<file path="src/logic/x86_pkg.sv">
`default_nettype none

package x86_pkg;

   // EIP and GPR width
   localparam int eip_w    = 32;
   // Segment selector
   localparam int seg_w    = 16;
   // MM register, also one cache data word
   localparam int mm_w     = 64;
   localparam int size_w   = 2;
   localparam int reg_id_w = 3;

   // Memory operand size codes
   localparam logic [size_w-1:0] size_8  = 2'd0;
   localparam logic [size_w-1:0] size_16 = 2'd1;
   localparam logic [size_w-1:0] size_32 = 2'd2;
   localparam logic [size_w-1:0] size_64 = 2'd3;

endpackage

`default_nettype wire

</file>
<file path="src/logic/ucode_pkg.sv">
`default_nettype none

package ucode_pkg;

   // Reduced control word carried with each micro-op
   localparam int ctrl_w = 16;

   // Field positions inside the control word
   // Near return
   localparam int f_near_ret = 0;
   // Far return or IRETD
   localparam int f_far_ret  = 1;
   // JMP or CALL through r/m
   localparam int f_jmp_call = 2;
   // Target taken from an IDT entry
   localparam int f_idt_load = 3;
   // Replace next EIP / next CS
   localparam int f_next_eip = 4;
   localparam int f_next_cs  = 5;
   // B output takes A
   localparam int f_b_from_a = 6;
   // RET imm16, add B[15:0] to the stack pointer
   localparam int f_imm_add  = 7;

   // Select for the upper half of the next EIP
   localparam int neip_hi_sel_w = 2;
   localparam logic [neip_hi_sel_w-1:0] hi_mem_low = 2'd0;
   localparam logic [neip_hi_sel_w-1:0] hi_mem_top = 2'd1;
   localparam logic [neip_hi_sel_w-1:0] hi_reg_a   = 2'd2;
   localparam logic [neip_hi_sel_w-1:0] hi_zero    = 2'd3;

endpackage

`default_nettype wire

</file>
<file path="src/logic/mem2_decode.sv">
`timescale 1ns/100ps
`default_nettype none

module mem2_decode (
   input  logic [ucode_pkg::ctrl_w-1:0]        ctrl,
   input  logic [x86_pkg::size_w-1:0]          mem_size,
   input  logic                                mem_rd,
   output logic [ucode_pkg::neip_hi_sel_w-1:0] neip_hi_sel,
   output logic                                neip_lo_from_a,
   output logic                                cs_from_top,
   output logic                                mm_a_load
);

   logic near_ret_32;
   logic far_ret_64;
   logic jc_mem;
   logic jc_reg;
   logic idt_load;

   // Near return with a 32-bit pop keeps the full memory EIP
   assign near_ret_32 = ctrl[ucode_pkg::f_near_ret] && (mem_size == x86_pkg::size_32);
   // Far return or IRETD popping EIP and CS together
   assign far_ret_64  = ctrl[ucode_pkg::f_far_ret] && (mem_size == x86_pkg::size_64);

   // JMP/CALL split by operand source
   assign jc_mem   = ctrl[ucode_pkg::f_jmp_call] && mem_rd;
   assign jc_reg   = ctrl[ucode_pkg::f_jmp_call] && !mem_rd;
   assign idt_load = ctrl[ucode_pkg::f_idt_load];

   // Upper EIP half in fixed priority
   always_comb begin
      if (near_ret_32 || far_ret_64 || jc_mem) begin
         neip_hi_sel = ucode_pkg::hi_mem_low;
      end else if (idt_load) begin
         // Gate descriptor splits the offset across bits 63..48 and 15..0
         neip_hi_sel = ucode_pkg::hi_mem_top;
      end else if (jc_reg) begin
         neip_hi_sel = ucode_pkg::hi_reg_a;
      end else begin
         // 16-bit returns zero the top half
         neip_hi_sel = ucode_pkg::hi_zero;
      end
   end

   // Register-form JMP/CALL takes its whole target from A
   assign neip_lo_from_a = jc_reg;

   // CS sits at 47..32 only for the 64-bit far return
   assign cs_from_top = far_ret_64;

   // CALL and IDT load already hold EIP/CS data in MM A
   assign mm_a_load = mem_rd && !ctrl[ucode_pkg::f_jmp_call] && !idt_load;

endmodule

`default_nettype wire

</file>
<file path="src/logic/dcache_port.sv">
`timescale 1ns/100ps
`default_nettype none

module dcache_port (
   input  logic                     clk,
   input  logic                     rst_n,
   input  logic                     in_valid,
   input  logic                     mem_rd,
   input  logic [x86_pkg::eip_w-1:0] mem_rd_addr,
   input  logic [x86_pkg::mm_w-1:0]  dcache_data,
   input  logic                     dcache_ready,
   input  logic                     slot_free,
   output logic                     dcache_en,
   output logic [x86_pkg::eip_w-1:0] dcache_addr,
   output logic [x86_pkg::mm_w-1:0]  load_data,
   output logic                     op_done
);

   logic                    have_data;
   logic [x86_pkg::mm_w-1:0] data_buf;
   logic                    rsp;
   logic                    accept;

   // Request while a read is waiting and nothing is captured yet
   assign dcache_en   = in_valid && mem_rd && !have_data;
   // No TLB so the address goes straight through
   assign dcache_addr = mem_rd_addr;

   // Cache completes the request this cycle
   assign rsp = dcache_en && dcache_ready;

   // Micro-op may leave once it is present and its data is live or buffered
   assign op_done = in_valid && (!mem_rd || have_data || rsp);
   assign accept  = op_done && slot_free;

   // Buffered copy wins once the live cycle has passed
   assign load_data = have_data ? data_buf : dcache_data;

   always_ff @(posedge clk or negedge rst_n) begin
      if (!rst_n) begin
         have_data <= 1'b0;
      end else if (accept) begin
         have_data <= 1'b0;
      end else if (rsp) begin
         // Output register full so the word is held for later
         have_data <= 1'b1;
      end
   end

   always_ff @(posedge clk) begin
      if (rsp) begin
         data_buf <= dcache_data;
      end
   end

   // Request must not move until the cache answers
   a_req_stable : assert property (@(posedge clk) disable iff (!rst_n)
      dcache_en && !dcache_ready |=> dcache_en && $stable(dcache_addr));

endmodule

`default_nettype wire

</file>
<file path="src/logic/mem2_execute.sv">
`timescale 1ns/100ps
`default_nettype none

module mem2_execute (
   input  logic [ucode_pkg::ctrl_w-1:0]        ctrl,
   input  logic [x86_pkg::eip_w-1:0]           neip,
   input  logic [x86_pkg::seg_w-1:0]           ncs,
   input  logic [x86_pkg::eip_w-1:0]           a,
   input  logic [x86_pkg::eip_w-1:0]           b,
   input  logic [x86_pkg::mm_w-1:0]            mm_a,
   input  logic [x86_pkg::eip_w-1:0]           sp_data,
   input  logic                                mem_rd,
   input  logic [x86_pkg::size_w-1:0]          mem_size,
   input  logic [x86_pkg::mm_w-1:0]            load_data,
   input  logic [ucode_pkg::neip_hi_sel_w-1:0] neip_hi_sel,
   input  logic                                neip_lo_from_a,
   input  logic                                cs_from_top,
   input  logic                                mm_a_load,
   output logic [x86_pkg::eip_w-1:0]           nx_eip,
   output logic [x86_pkg::seg_w-1:0]           nx_cs,
   output logic [x86_pkg::eip_w-1:0]           nx_a,
   output logic [x86_pkg::eip_w-1:0]           nx_b,
   output logic [x86_pkg::mm_w-1:0]            nx_mm_a,
   output logic [x86_pkg::eip_w-1:0]           nx_sp
);

   logic [x86_pkg::eip_w-1:0] sext8;
   logic [x86_pkg::eip_w-1:0] sext16;
   logic [x86_pkg::eip_w-1:0] ld_val;
   logic [15:0]               eip_hi;
   logic [15:0]               eip_lo;
   logic [x86_pkg::seg_w-1:0] mem_cs;
   logic [15:0]               imm;

   // Sign extension of narrow loads
   assign sext8  = {{(x86_pkg::eip_w-8){load_data[7]}}, load_data[7:0]};
   assign sext16 = {{(x86_pkg::eip_w-16){load_data[15]}}, load_data[15:0]};

   always_comb begin
      case (mem_size)
         x86_pkg::size_8:  ld_val = sext8;
         x86_pkg::size_16: ld_val = sext16;
         // 32 and 64 both deliver the low word to A
         default:          ld_val = load_data[x86_pkg::eip_w-1:0];
      endcase
   end

   // Upper EIP half
   always_comb begin
      case (neip_hi_sel)
         ucode_pkg::hi_mem_low: eip_hi = load_data[31:16];
         ucode_pkg::hi_mem_top: eip_hi = load_data[63:48];
         ucode_pkg::hi_reg_a:   eip_hi = a[31:16];
         ucode_pkg::hi_zero:    eip_hi = 16'h0000;
      endcase
   end

   // Lower EIP half from A for register jumps, else from memory
   assign eip_lo = neip_lo_from_a ? a[15:0] : load_data[15:0];
   assign nx_eip = ctrl[ucode_pkg::f_next_eip] ? {eip_hi, eip_lo} : neip;

   // CS position depends on far return width
   assign mem_cs = cs_from_top ? load_data[47:32] : load_data[31:16];
   assign nx_cs  = ctrl[ucode_pkg::f_next_cs] ? mem_cs : ncs;

   // Load result replaces A
   assign nx_a    = mem_rd ? ld_val : a;
   assign nx_b    = ctrl[ucode_pkg::f_b_from_a] ? a : b;
   assign nx_mm_a = mm_a_load ? load_data : mm_a;

   // RET imm16 adjusts SP, immediate is unsigned
   assign imm   = ctrl[ucode_pkg::f_imm_add] ? b[15:0] : 16'h0000;
   assign nx_sp = sp_data + {{(x86_pkg::eip_w-16){1'b0}}, imm};

endmodule

`default_nettype wire

</file>
<file path="src/logic/mem2_result.sv">
`timescale 1ns/100ps
`default_nettype none

module mem2_result (
   input  logic                          clk,
   input  logic                          rst_n,
   input  logic                          take,
   input  logic [x86_pkg::eip_w-1:0]     nx_eip,
   input  logic [x86_pkg::seg_w-1:0]     nx_cs,
   input  logic [x86_pkg::eip_w-1:0]     nx_a,
   input  logic [x86_pkg::eip_w-1:0]     nx_b,
   input  logic [x86_pkg::mm_w-1:0]      nx_mm_a,
   input  logic [x86_pkg::eip_w-1:0]     nx_sp,
   input  logic [x86_pkg::size_w-1:0]    mem_size,
   input  logic [x86_pkg::reg_id_w-1:0]  drid,
   input  logic                          ld_gpr,
   input  logic                          out_ready,
   output logic                          out_valid,
   output logic [x86_pkg::eip_w-1:0]     neip_out,
   output logic [x86_pkg::seg_w-1:0]     ncs_out,
   output logic [x86_pkg::eip_w-1:0]     a_out,
   output logic [x86_pkg::eip_w-1:0]     b_out,
   output logic [x86_pkg::mm_w-1:0]      mm_a_out,
   output logic [x86_pkg::eip_w-1:0]     sp_out,
   output logic [x86_pkg::size_w-1:0]    mem_size_out,
   output logic [x86_pkg::reg_id_w-1:0]  drid_out,
   output logic                          ld_gpr_out,
   output logic                          slot_free
);

   // Room for a new entry when empty or draining this cycle
   assign slot_free = !out_valid || out_ready;

   always_ff @(posedge clk or negedge rst_n) begin
      if (!rst_n) begin
         out_valid <= 1'b0;
      end else if (take) begin
         out_valid <= 1'b1;
      end else if (out_ready) begin
         out_valid <= 1'b0;
      end
   end

   // Payload only moves on a new micro-op
   always_ff @(posedge clk) begin
      if (take) begin
         neip_out     <= nx_eip;
         ncs_out      <= nx_cs;
         a_out        <= nx_a;
         b_out        <= nx_b;
         mm_a_out     <= nx_mm_a;
         sp_out       <= nx_sp;
         mem_size_out <= mem_size;
         drid_out     <= drid;
         ld_gpr_out   <= ld_gpr;
      end
   end

   // Stalled result holds until downstream takes it
   a_out_hold : assert property (@(posedge clk) disable iff (!rst_n)
      out_valid && !out_ready |=> out_valid && $stable({neip_out, ncs_out, a_out, b_out,
         mm_a_out, sp_out, mem_size_out, drid_out, ld_gpr_out}));

endmodule

`default_nettype wire

</file>
<file path="src/logic/mem_stage2.sv">
`timescale 1ns/100ps
`default_nettype none

module mem_stage2 (
   input  logic                          clk,
   input  logic                          rst_n,
   // Upstream micro-op
   input  logic                          in_valid,
   output logic                          in_ready,
   input  logic [ucode_pkg::ctrl_w-1:0]  ctrl,
   input  logic [x86_pkg::eip_w-1:0]     neip,
   input  logic [x86_pkg::seg_w-1:0]     ncs,
   input  logic [x86_pkg::eip_w-1:0]     a,
   input  logic [x86_pkg::eip_w-1:0]     b,
   input  logic [x86_pkg::mm_w-1:0]      mm_a,
   input  logic [x86_pkg::eip_w-1:0]     sp_data,
   input  logic                          mem_rd,
   input  logic [x86_pkg::eip_w-1:0]     mem_rd_addr,
   input  logic [x86_pkg::size_w-1:0]    mem_size,
   input  logic [x86_pkg::reg_id_w-1:0]  drid,
   input  logic                          ld_gpr,
   // Data cache
   output logic                          dcache_en,
   output logic [x86_pkg::eip_w-1:0]     dcache_addr,
   input  logic [x86_pkg::mm_w-1:0]      dcache_data,
   input  logic                          dcache_ready,
   // Downstream writeback
   output logic                          out_valid,
   input  logic                          out_ready,
   output logic [x86_pkg::eip_w-1:0]     neip_out,
   output logic [x86_pkg::seg_w-1:0]     ncs_out,
   output logic [x86_pkg::eip_w-1:0]     a_out,
   output logic [x86_pkg::eip_w-1:0]     b_out,
   output logic [x86_pkg::mm_w-1:0]      mm_a_out,
   output logic [x86_pkg::eip_w-1:0]     sp_out,
   output logic [x86_pkg::size_w-1:0]    mem_size_out,
   output logic [x86_pkg::reg_id_w-1:0]  drid_out,
   output logic                          ld_gpr_out
);

   logic [ucode_pkg::neip_hi_sel_w-1:0] neip_hi_sel;
   logic                                neip_lo_from_a;
   logic                                cs_from_top;
   logic                                mm_a_load;
   logic [x86_pkg::mm_w-1:0]            load_data;
   logic                                op_done;
   logic                                slot_free;
   logic                                take;
   logic [x86_pkg::eip_w-1:0]           nx_eip;
   logic [x86_pkg::seg_w-1:0]           nx_cs;
   logic [x86_pkg::eip_w-1:0]           nx_a;
   logic [x86_pkg::eip_w-1:0]           nx_b;
   logic [x86_pkg::mm_w-1:0]            nx_mm_a;
   logic [x86_pkg::eip_w-1:0]           nx_sp;

   // Accept when cache work is done and the output slot has room
   assign in_ready = op_done && slot_free;
   assign take     = in_valid && in_ready;

   mem2_decode u_decode (
      .ctrl           (ctrl),
      .mem_size       (mem_size),
      .mem_rd         (mem_rd),
      .neip_hi_sel    (neip_hi_sel),
      .neip_lo_from_a (neip_lo_from_a),
      .cs_from_top    (cs_from_top),
      .mm_a_load      (mm_a_load)
   );

   dcache_port u_dcache_port (
      .clk          (clk),
      .rst_n        (rst_n),
      .in_valid     (in_valid),
      .mem_rd       (mem_rd),
      .mem_rd_addr  (mem_rd_addr),
      .dcache_data  (dcache_data),
      .dcache_ready (dcache_ready),
      .slot_free    (slot_free),
      .dcache_en    (dcache_en),
      .dcache_addr  (dcache_addr),
      .load_data    (load_data),
      .op_done      (op_done)
   );

   mem2_execute u_execute (
      .ctrl           (ctrl),
      .neip           (neip),
      .ncs            (ncs),
      .a              (a),
      .b              (b),
      .mm_a           (mm_a),
      .sp_data        (sp_data),
      .mem_rd         (mem_rd),
      .mem_size       (mem_size),
      .load_data      (load_data),
      .neip_hi_sel    (neip_hi_sel),
      .neip_lo_from_a (neip_lo_from_a),
      .cs_from_top    (cs_from_top),
      .mm_a_load      (mm_a_load),
      .nx_eip         (nx_eip),
      .nx_cs          (nx_cs),
      .nx_a           (nx_a),
      .nx_b           (nx_b),
      .nx_mm_a        (nx_mm_a),
      .nx_sp          (nx_sp)
   );

   // Registered writeback toward the next stage
   mem2_result u_result (
      .clk          (clk),
      .rst_n        (rst_n),
      .take         (take),
      .nx_eip       (nx_eip),
      .nx_cs        (nx_cs),
      .nx_a         (nx_a),
      .nx_b         (nx_b),
      .nx_mm_a      (nx_mm_a),
      .nx_sp        (nx_sp),
      .mem_size     (mem_size),
      .drid         (drid),
      .ld_gpr       (ld_gpr),
      .out_ready    (out_ready),
      .out_valid    (out_valid),
      .neip_out     (neip_out),
      .ncs_out      (ncs_out),
      .a_out        (a_out),
      .b_out        (b_out),
      .mm_a_out     (mm_a_out),
      .sp_out       (sp_out),
      .mem_size_out (mem_size_out),
      .drid_out     (drid_out),
      .ld_gpr_out   (ld_gpr_out),
      .slot_free    (slot_free)
   );

endmodule

`default_nettype wire

</file>
<file path="config.mk">
export PLATFORM = sky130hd
export DESIGN_NAME = mem_stage2
export DESIGN_NICKNAME = d
export VERILOG_FILES = /design/src/logic/x86_pkg.sv /design/src/logic/ucode_pkg.sv /design/src/logic/mem2_decode.sv /design/src/logic/dcache_port.sv /design/src/logic/mem2_execute.sv /design/src/logic/mem2_result.sv /design/src/logic/mem_stage2.sv
export SDC_FILE = /design/constraint.sdc
export NUM_CORES = 1
export LEC_CHECK = 0
export ABC_AREA = 1
export BUFFER_PORTS_ARGS = -buffer_cell sky130_fd_sc_hd__buf_4
export CAP_MARGIN = 0
export CORE_AREA = 2 2 228 230
export CTS_BUF_LIST = sky130_fd_sc_hd__clkbuf_4
export DETAILED_ROUTE_END_ITERATION = 8
export DIE_AREA = 0 0 230 232
export GPL_TIMING_DRIVEN = 0
export MAX_ROUTING_LAYER = met4
export PLACE_DENSITY = 0.61
export SETUP_SLACK_MARGIN = 0.05
export SLEW_MARGIN = 10
export SYNTH_ARGS = -nofsm -noshare
export SYNTH_HDL_FRONTEND = slang
export SYNTH_SLANG_ARGS = --single-unit
export TNS_END_PERCENT = 10
</file>
<file path="constraint.sdc">
create_clock -name clk -period 12.2 [get_ports clk]
set_input_delay 1.22 -clock clk [delete_from_list [all_inputs] [get_ports clk]]
set_output_delay 1.22 -clock clk [all_outputs]
set_load 0.01 [all_outputs]
</file>
==> flow_summary.ini, run 1 <==
[detailed_routing]
drc = 0
ant_nets = 0
wl_per_cell_um = 21.5
viasPerCell = 4.67
drt_first_pass_iters = 5
drt_iter0_markers = 1054
drt-total-wl_um = 60200
num_vias = 13100

[cells_and_area]
synthToLayoutAreaGrowth_pct = 44.4
nets = 2401
fillers = 5157
final_cells = 2801
seq_area_mm2 = 0.00840
multi_input_area_mm2 = 0.00452
final_util_pct = 39.6
layout-drive-gt1-share_pct = 36.6

[cts]
root_buffer = clkbuf_4
htreeDepth = 3
cts_buffers = 80
clk_path_buf_depth = 3
cts_tree = done
numClockSinks = 280
clk_latency_ns = 0.83
cts_setup_buffers = 0
holdBufCountCts = 0
clk_pin_slew_ns = 0.06
cts_resized = 0

[worst_setup_path]
cp.required_ns = 10.98
critPathMaxStageDelay_ns = 0.48
cp_max_fo = 10
cp-end-kind = primary output
path_delay_family = buffers and inverters
startpoint_type = flop
cp.arrival_ns = 2.58
critical_path.cell_chain = buf_4 > buf_2 > buf_2 > o31ai_2 > nor2_1 > buf_4
slowest_stage = o31ai_2
worstPathBufferInverterCount = 4
crit_type = reg -> out

[power_and_ir_drop]
finalPower_mw = 2.63
switchingPower_mw = 0.778
pwr-share-clk_pct = 34.8
peakVddDrop_mv = 0.0625
p_int_mw = 1.86
power.density_mw_per_mm2 = 131
p_comb_share_pct = 21.0
leakage_nw = 9.23
switching_share_pct = 29.5
seqPwrFrac_pct = 44.2

[global_routing]
grt_max_degree = 31
antenna_found_initial = 12
busiest_layer = met2
grt_use_met1_pct = 26.1
gr-usage-met3_pct = 5.00
grt_first_pass_wirelength_um = 84900
grt_pass1_vias = 13100
grt_overflow = 0
grt_usage_pct = 22.6
grt_use_met2_pct = 38.1

[timing]
worst_pin_slew_ns = 0.968
fmax_mhz = 263
report.final.slew_viol_count = 0
fin_skew_ns = 0.0634
hold_viol_final = 0
min_period_ns = 3.80
setup_viol = 0
finalCritPeriodShare_pct = 31.1
max_slew_margin_pct = 35.5
rsz0062_at_grt = no
setup_slack_ns = 8.40

[die]
floorplan.initialDensity_pct = 27.4
die-area_mm2 = 0.0534
die_x_um = 230
fp-row-count = 83
num_io_pins = 581
die_y_um = 232
coreArea_mm2 = 0.0509

[logic_synthesis]
yosys_warnings = 0
syn_area_mm2 = 0.0140
ys_types = 42
synth-seq-cells = 280
yosysSeqAreaShare_pct = 60.2
synthesis.nets = 1769
syn_area_per_cell_um2 = 9.83
syn_inst = 1420

[job]
cap_viol_max_count = 0

[placed_design]
port_buffers = 536
placed_cells = 2650
dp_hpwl_um = 48400
post-place-ws_ns = 8.51
place_congestion = 0.903

[min_path]
hold_path.class = in -> async

[status]
status = finished, final reports clean
-- power by group through the flow --
stage               logic (mW)  registers (mW)  clock network (mW)
floorplan                0.215            1.23                   0
global placement         0.535            1.21                   0
detailed placement       0.553            1.18                   0
CTS                      0.555            1.16               0.943
global route             0.595            1.17               0.995
finish                   0.553            1.16               0.917
-- registers in the layout, summed over array words and instances, names as in the netlist --
register,cells
u_dcache_port.data_buf,64
u_result.mm_a_out,64
u_result.a_out,32
u_result.b_out,32
u_result.neip_out,32
u_result.sp_out,32
u_result.ncs_out,16
u_result.drid_out,3
u_result.mem_size_out,2
u_dcache_port.have_data,1
u_result.ld_gpr_out,1
u_result.out_valid,1
-- kinds of logic after synthesis --
family	Yosys count	synth area share, %
AO/OA/AOI/OAI	226	9.24
buffers and inverters	223	7.48
XOR/XNOR	15	0.942
flip-flops	280	60.2
multiplexers	32	2.44
adder cells (fa/ha/maj)	17	1.58
AND/OR/NAND/NOR	627	18.1
-- cells in the final DEF (no fill, tap or decap), types with 28 or more instances in the layout --
| cell | instances |
|---|---|
| buf_4 | 576 |
| nand2_1 | 449 |
| edfxtp_1 | 278 |
| inv_1 | 129 |
| clkbuf_4 | 109 |
| nor2_1 | 97 |
| o21ai_0 | 84 |
| a21oi_1 | 64 |
| nand3_1 | 39 |
| clkbuf_1 | 30 |
| o21ai_1 | 28 |
-- cell usage after synthesis --
library cell | number | area, µm²
a21oi_1 | 64 | 320
a21oi_4 | 1 | 16.3
a31oi_1 | 8 | 50.1
and2_1 | 2 | 12.5
buf_2 | 19 | 95.1
buf_4 | 36 | 270
buf_6 | 6 | 67.6
clkbuf_1 | 30 | 113
dfrtp_1 | 2 | 50.1
edfxtp_1 | 278 | 8350
fa_1 | 1 | 20.0
ha_1 | 16 | 200
inv_1 | 129 | 484
inv_2 | 2 | 7.51
inv_4 | 1 | 6.26
mux2_2 | 16 | 180
mux2i_1 | 16 | 160
nand2_1 | 449 | 1690
nand2_2 | 1 | 6.26
nand2_4 | 1 | 11.3
nand2b_1 | 1 | 6.26
nand3_1 | 39 | 195
nand3_2 | 2 | 20.0
nand3b_1 | 1 | 7.51
nand4_1 | 6 | 37.5
nor2_1 | 98 | 368
nor2_4 | 1 | 11.3
nor3_1 | 6 | 30.0
nor3_2 | 1 | 10.0
nor3_4 | 1 | 16.3
nor3b_1 | 1 | 7.51
o211ai_1 | 12 | 90.1
o21ai_0 | 84 | 420
o21ai_1 | 28 | 140
o21bai_1 | 1 | 7.51
o221ai_1 | 9 | 78.8
o22a_1 | 16 | 140
o22ai_1 | 2 | 12.5
o31ai_2 | 1 | 12.5
or2_1 | 6 | 37.5
or2_2 | 11 | 68.8
xor2_1 | 15 | 131
-- final cells by class --
cell class              instances  area share, %
diodes                         12          0.149
plain buffers                  91           2.71
clock buffers                 109           4.06
clock inverters                30           1.08
inverters                     132           2.47
multi-input cells             917           22.5
flip-flops and latches        280           41.7
well taps                     680           4.22
repair buffers                550           21.1
-- per-layer routing --
metal | up-vias | share of wire (%) | wire [µm]
li1 | 6095 | - | -
met5 | - | 0 | 0
met4 | 0 | 3.5 | 2090
met1 | 6126 | 39 | 23300
met2 | 727 | 50 | 29900
met3 | 123 | 8.1 | 4860
-- worst register-to-register path, delay by kind of cell (launching register included) --
family | cells | cell delay, ns
DFF | 1 | 0.33
and+or+nand+nor | 1 | 0.73
buffers and inverters | 7 | 1.74
AOI/OAI and AO/OA | 1 | 0.21
-- through the flow --
stage / area [µm²] / hold WS (ns) / TNS [ns]
floorplan: 14000 / 0.572 / 0
global placement: 18800 / 0.548 / -840.77
detailed placement: 19100 / 0.564 / 0
CTS: 20100 / 0.0899 / 0
global route: 20100 / 0.0726 / 0
finish: 20100 / 0.174 / 0
-- final timing paths --
path / slack, ns / endpoint / cells after the start / from
worst max-delay path: 8.40 / in_ready / 6 / u_dcache_port.have_data
worst min-delay path: 0.17 / u_dcache_port.have_data / 1 / rst_n
worst max register to register: 8.87 / u_result.mm_a_out[62] / 9 / u_dcache_port.have_data
worst min register to register: 0.57 / u_result.out_valid / 2 / u_result.out_valid
max in group asynchronous: 11.94 / u_result.out_valid / 1 / rst_n
min in group clk: 0.57 / u_dcache_port.data_buf[62] / 1 / dcache_data[62]
Power figures use the tool's default switching activity.
==> inputs of run 2 (changes only) <==
Settings changed: CORE_AREA 2 2 228 230 to 2 2 227 229, DIE_AREA 0 0 230 232 to 0 0 229 231, PLACE_DENSITY 0.61 to 0.63.
Clock period 12.2 ns to 3.15 ns, I/O delays scaled along.
==> run 2 against run 1 <==
Effect of this change: clock power rose to 4.0 times the previous value; flip-flop and latch count unchanged; register-to-register slack lost 8.6 ns; sequential power rose to 3.9 times the previous value; sequential share of layout area shrank 6.2 points; routed wire length rose by 8.2%; critical path depth is 4 higher.
==> flow_summary.ini, run 2 (synthesized netlist as in run 1, its figures left out) <==
[status]
status = finished, final reports clean

[cts]
root_buffer = clkbuf_4
clk_path_buf_depth = 3
clk_latency_ns = 0.86
clk_pin_slew_ns = 0.07
numClockSinks = 280
cts_tree = done
cts_resized = 0
htreeDepth = 3
cts_setup_buffers = 0
cts_buffers = 83

[worst_setup_path]
crit_type = reg -> reg
path_delay_family = buffers and inverters
startpoint_type = flop
critPathMaxStageDelay_ns = 0.41
worstPathBufferInverterCount = 8
cp.required_ns = 3.65
slowest_stage = nor2_4
cp.arrival_ns = 3.35
cp_max_fo = 28
critical_path.cell_chain = buf_6 > buf_6 > buf_6 > o31ai_4 > nor2_4 > buf_12 > buf_12 > buf_12 > buf_16 > buf_12
cp-end-kind = flop
path_common_cell = buf_12

[timing]
rsz0062_at_grt = no
max_slew_margin_pct = 32.8
setup_slack_ns = 0.300
worst_pin_slew_ns = 0.997
fmax_mhz = 351
min_period_ns = 2.85
report.final.slew_viol_count = 0
finalCritPeriodShare_pct = 90.5
setup_viol = 0
fin_skew_ns = 0.0727
hold_viol_final = 0

[cells_and_area]
synthToLayoutAreaGrowth_pct = 69.4
mostFrequentLayoutCells = buf_4 (571), nand2_1 (449), dlygate4sd3_1 (334), edfxtp_1 (278), inv_1 (129)
layout-drive-gt1-share_pct = 32.0
largest_registers = u_dcache_port.data_buf: 64 flops, u_result.mm_a_out: 64 flops
final_cells = 3140
nets = 2738
layout_commonest_cell = buf_4

[die]
die-area_mm2 = 0.0529
coreArea_mm2 = 0.0507
floorplan.initialDensity_pct = 27.5
num_io_pins = 581
die_x_um = 229
fp-row-count = 83
die_y_um = 231

[global_routing]
grt_overflow = 0
grt_first_pass_wirelength_um = 93500
grt_max_degree = 29
grt_usage_pct = 24.7
antenna_found_initial = 6
grt_pass1_vias = 15500

[placed_design]
port_buffers = 536
post-place-ws_ns = 0.315
place_congestion = 0.950
placed_cells = 2650
dp_hpwl_um = 49000

[detailed_routing]
num_vias = 14800
drt_iter0_markers = 1262
wl_per_cell_um = 20.7
ant_nets = 0
drc = 0
drt_first_pass_iters = 6
viasPerCell = 4.71
drt-total-wl_um = 65100

[min_path]
hold_path.class = in -> reg

[power_and_ir_drop]
finalPower_mw = 10.8
leakage_nw = 10.7
power.density_mw_per_mm2 = 457
peakVddDrop_mv = 0.279

[job]
cap_viol_max_count = 0
## run 2: metrics by stage
step / util, % / setup TNS (ns) / area [µm²] / hold slack, ns
after global placement: 37.2 / -815.44 / 18900 / 0.0992
after global routing: 46.6 / 0 / 23600 / 0.0195
after detailed placement: 37.9 / 0 / 19200 / 0.101
after floorplan: - / -302.35 / 14000 / 0.0194
final: 46.6 / 0 / 23600 / 0.0844
after CTS: 46.6 / 0 / 23600 / 0.00171
## run 2: final timing paths
path	start	end	slack, ns	cells after the start
worst max register to register	u_dcache_port.have_data	u_result.b_out[29]	0.30	10
worst max-delay path	u_dcache_port.have_data	u_result.b_out[29]	0.30	10
worst min-delay path	sp_data[15]	u_result.sp_out[15]	0.08	3
min in group asynchronous	rst_n	u_dcache_port.have_data	0.38	3
worst min register to register	u_dcache_port.data_buf[39]	u_result.mm_a_out[39]	0.63	2
max in group asynchronous	rst_n	u_result.out_valid	2.64	3
## run 2: layout make-up
class | instances | area [µm²]
inverter | 132 | 498
multi-input combinational | 917 | 4540
tap | 680 | 851
sequential | 280 | 8400
clock buffer | 122 | 916
antenna | 7 | 17.5
timing repair buffer | 884 | 7680
clock inverter | 27 | 183
fill | 4708 | 27000
buffer | 91 | 562
## run 2: worst min-delay path, cell delays in order
cell	delay, ns
buf_4	0.08
ha_1	0.22
xor2_1	0.09
## run 2: power breakdown
| part | switching [mW] | internal (mW) | leakage (nW) | total [mW] |
|---|---|---|---|---|
| Clock | 1.74 | 1.96 | 0.651 | 3.69 |
| Combinational | 1.38 | 1.21 | 7.42 | 2.59 |
| Sequential | 0.0759 | 4.44 | 2.63 | 4.51 |
## run 2: layer usage
metal | global-route usage [%] | wire length, µm | vias to the layer above
li1 | - | - | 6794
met4 | 12.6 | 3440 | 0
met1 | 26.9 | 24600 | 6954
met5 | - | 0 | -
met3 | 5.58 | 4780 | 188
met2 | 42.3 | 32300 | 851
## run 2: timing repair
| action | CTS | global route |
|---|---|---|
| hold buffers | 334 | 0 |
| setup endpoints to repair | 0 | 0 |
| endpoints found under the hold margin | 289 | 0 |
==> inputs of run 3 (changes only) <==
Settings changed: CTS_CLUSTER_DIAMETER set to 30, GPL_TIMING_DRIVEN 0 to not set.
==> run 3 against run 2 <==
Effect of this change: worst setup slack about the same; clock power rose by 2%; fmax about the same; largest power group unchanged; clock skew increased by 0.024 ns.
==> flow_summary.ini, run 3 (synthesized netlist as in run 1, its figures left out) <==
[cts]
cts_buffers = 85
htreeDepth = 3
root_buffer = clkbuf_4
cts_tree = done
clk_latency_ns = 0.87
cts_resized = 0
clk_pin_slew_ns = 0.06
clk_path_buf_depth = 3
numClockSinks = 280

[timing]
rsz0062_at_grt = no
worst_pin_slew_ns = 0.990
setup_viol = 0
max_slew_margin_pct = 33.9
report.final.slew_viol_count = 0
fin_skew_ns = 0.0964
finalCritPeriodShare_pct = 90.5
min_period_ns = 2.85
hold_viol_final = 0
fmax_mhz = 351

[worst_setup_path]
cp.arrival_ns = 3.41
cp-end-kind = flop
cp_max_fo = 32
cp.required_ns = 3.71
crit_type = reg -> reg
startpoint_type = flop

[placed_design]
port_buffers = 508
dp_hpwl_um = 42600
place_congestion = 0.916

[cells_and_area]
fillers = 4686
layout-drive-gt1-share_pct = 29.8
largest_registers = u_dcache_port.data_buf: 64 flops, u_result.mm_a_out: 64 flops
mostFrequentLayoutCells = buf_4 (527), nand2_1 (449), dlygate4sd3_1 (353), edfxtp_1 (278), inv_1 (128)
final_util_pct = 45.4
multi_input_area_mm2 = 0.00454
synthToLayoutAreaGrowth_pct = 64.7
nets = 2648
layout_commonest_cell = buf_4
seq_area_mm2 = 0.00840

[job]
cap_viol_max_count = 0

[power_and_ir_drop]
peakVddDrop_mv = 0.366
seqPwrFrac_pct = 42.5
switchingPower_mw = 3.14
p_comb_share_pct = 22.4
switching_share_pct = 29.3
pwr-share-clk_pct = 35.0
leakage_nw = 10.3
finalPower_mw = 10.7
p_int_mw = 7.57
power.density_mw_per_mm2 = 466

[global_routing]
grt_usage_pct = 23.2
grt_overflow = 0
grt_first_pass_wirelength_um = 88600
antenna_found_initial = 6
grt_max_degree = 110
grt_pass1_vias = 14800

[min_path]
hold_path.class = in -> reg

[die]
coreArea_mm2 = 0.0507
fp-row-count = 83
die_y_um = 231
die_x_um = 229
num_io_pins = 581
floorplan.initialDensity_pct = 27.5
die-area_mm2 = 0.0529

[status]
status = finished, final reports clean

[detailed_routing]
ant_nets = 0
num_vias = 14300
viasPerCell = 4.70
drt_iter0_markers = 1102
drc = 0
drt_first_pass_iters = 5
wl_per_cell_um = 20.2
drt-total-wl_um = 61500
-- run 3: changes by cell type in the layout (fill, tap and decap cells not counted), sizes merged --
| cell | before | now |
|---|---|---|
| buf | 611 | 530 |
| bufinv | 2 | 3 |
| clkbuf | 152 | 117 |
| clkinv | 20 | 26 |
| diode | 7 | 9 |
| dlygate4sd3 | 334 | 353 |
| inv | 137 | 135 |
-- run 3: layout make-up --
cell class | instances | area share (%)
tap | 680 | 3.70
inverter | 132 | 2.17
clock buffer | 117 | 3.82
sequential | 280 | 36.6
clock inverter | 32 | 1.05
timing repair buffer | 883 | 32.8
antenna | 9 | 0.0980
multi-input combinational | 917 | 19.8
-- run 3: power groups by stage --
stage	clock network (mW)	registers, mW	logic (mW)
2_1_floorplan	0	4.71	0.843
3_3_place_gp	0	4.62	1.92
3_5_place_dp	0	4.62	1.93
4_1_cts	3.84	4.55	2.36
5_1_grt	4.03	4.57	2.56
6_report	3.75	4.55	2.40
-- run 3: path summary, 6_finish.rpt --
kind | startpoint | end | slack [ns] | cells after the start
max | u_dcache_port.have_data | u_result.neip_out[27] | 0.30 | 9
min | sp_data[11] | u_result.sp_out[11] | 0.09 | 3
max reg2reg | u_dcache_port.have_data | u_result.neip_out[27] | 0.30 | 9
min reg2reg | u_dcache_port.data_buf[47] | u_result.mm_a_out[47] | 0.59 | 2
max in group asynchronous | rst_n | u_dcache_port.have_data | 2.62 | 3
min in group asynchronous | rst_n | u_dcache_port.have_data | 0.39 | 3
-- run 3: layer usage --
layer	up-vias	share of wire [%]	global-route usage (%)
li1	6584	-	-
met4	0	6.0	14.3
met3	211	7.1	5.03
met2	759	50	39.0
met5	-	0	-
met1	6779	37	25.0
-- run 3: repair_timing --
| item | in CTS | in global routing |
|---|---|---|
| endpoints found under the setup margin | 0 | 7 |
| hold buffers | 353 | 0 |
| endpoints found under the hold margin | 280 | 0 |
| setup buffers | 0 | 1 |
-- run 3: worst max-delay path, stage by stage, from the launching register on --
cell,delay (ns)
dfrtp_4,0.74
inv_2,0.25
buf_4,0.28
or2_1,0.22
o21ai_0,0.07
buf_4,0.18
inv_1,0.06
o211ai_1,0.16
nand2_1,0.07
dlygate4sd3_1,0.56
-- run 3: through the flow --
stage | setup WS, ns | instances | hold WS, ns | TNS [ns] | instance area [µm²]
6_report | 0.300 | 3050 | 0.0939 | 0 | 23000
5_1_grt | 0.131 | 3049 | 0.0392 | 0 | 23000
2_1_floorplan | -1.21 | 1420 | 0.0194 | -302.35 | 14000
4_1_cts | 0.0913 | 3040 | 0.00128 | 0 | 23000
3_5_place_dp | 0.619 | 2538 | 0.0992 | 0 | 18300
3_3_place_gp | 0.699 | 2538 | 0.0986 | 0 | 18300
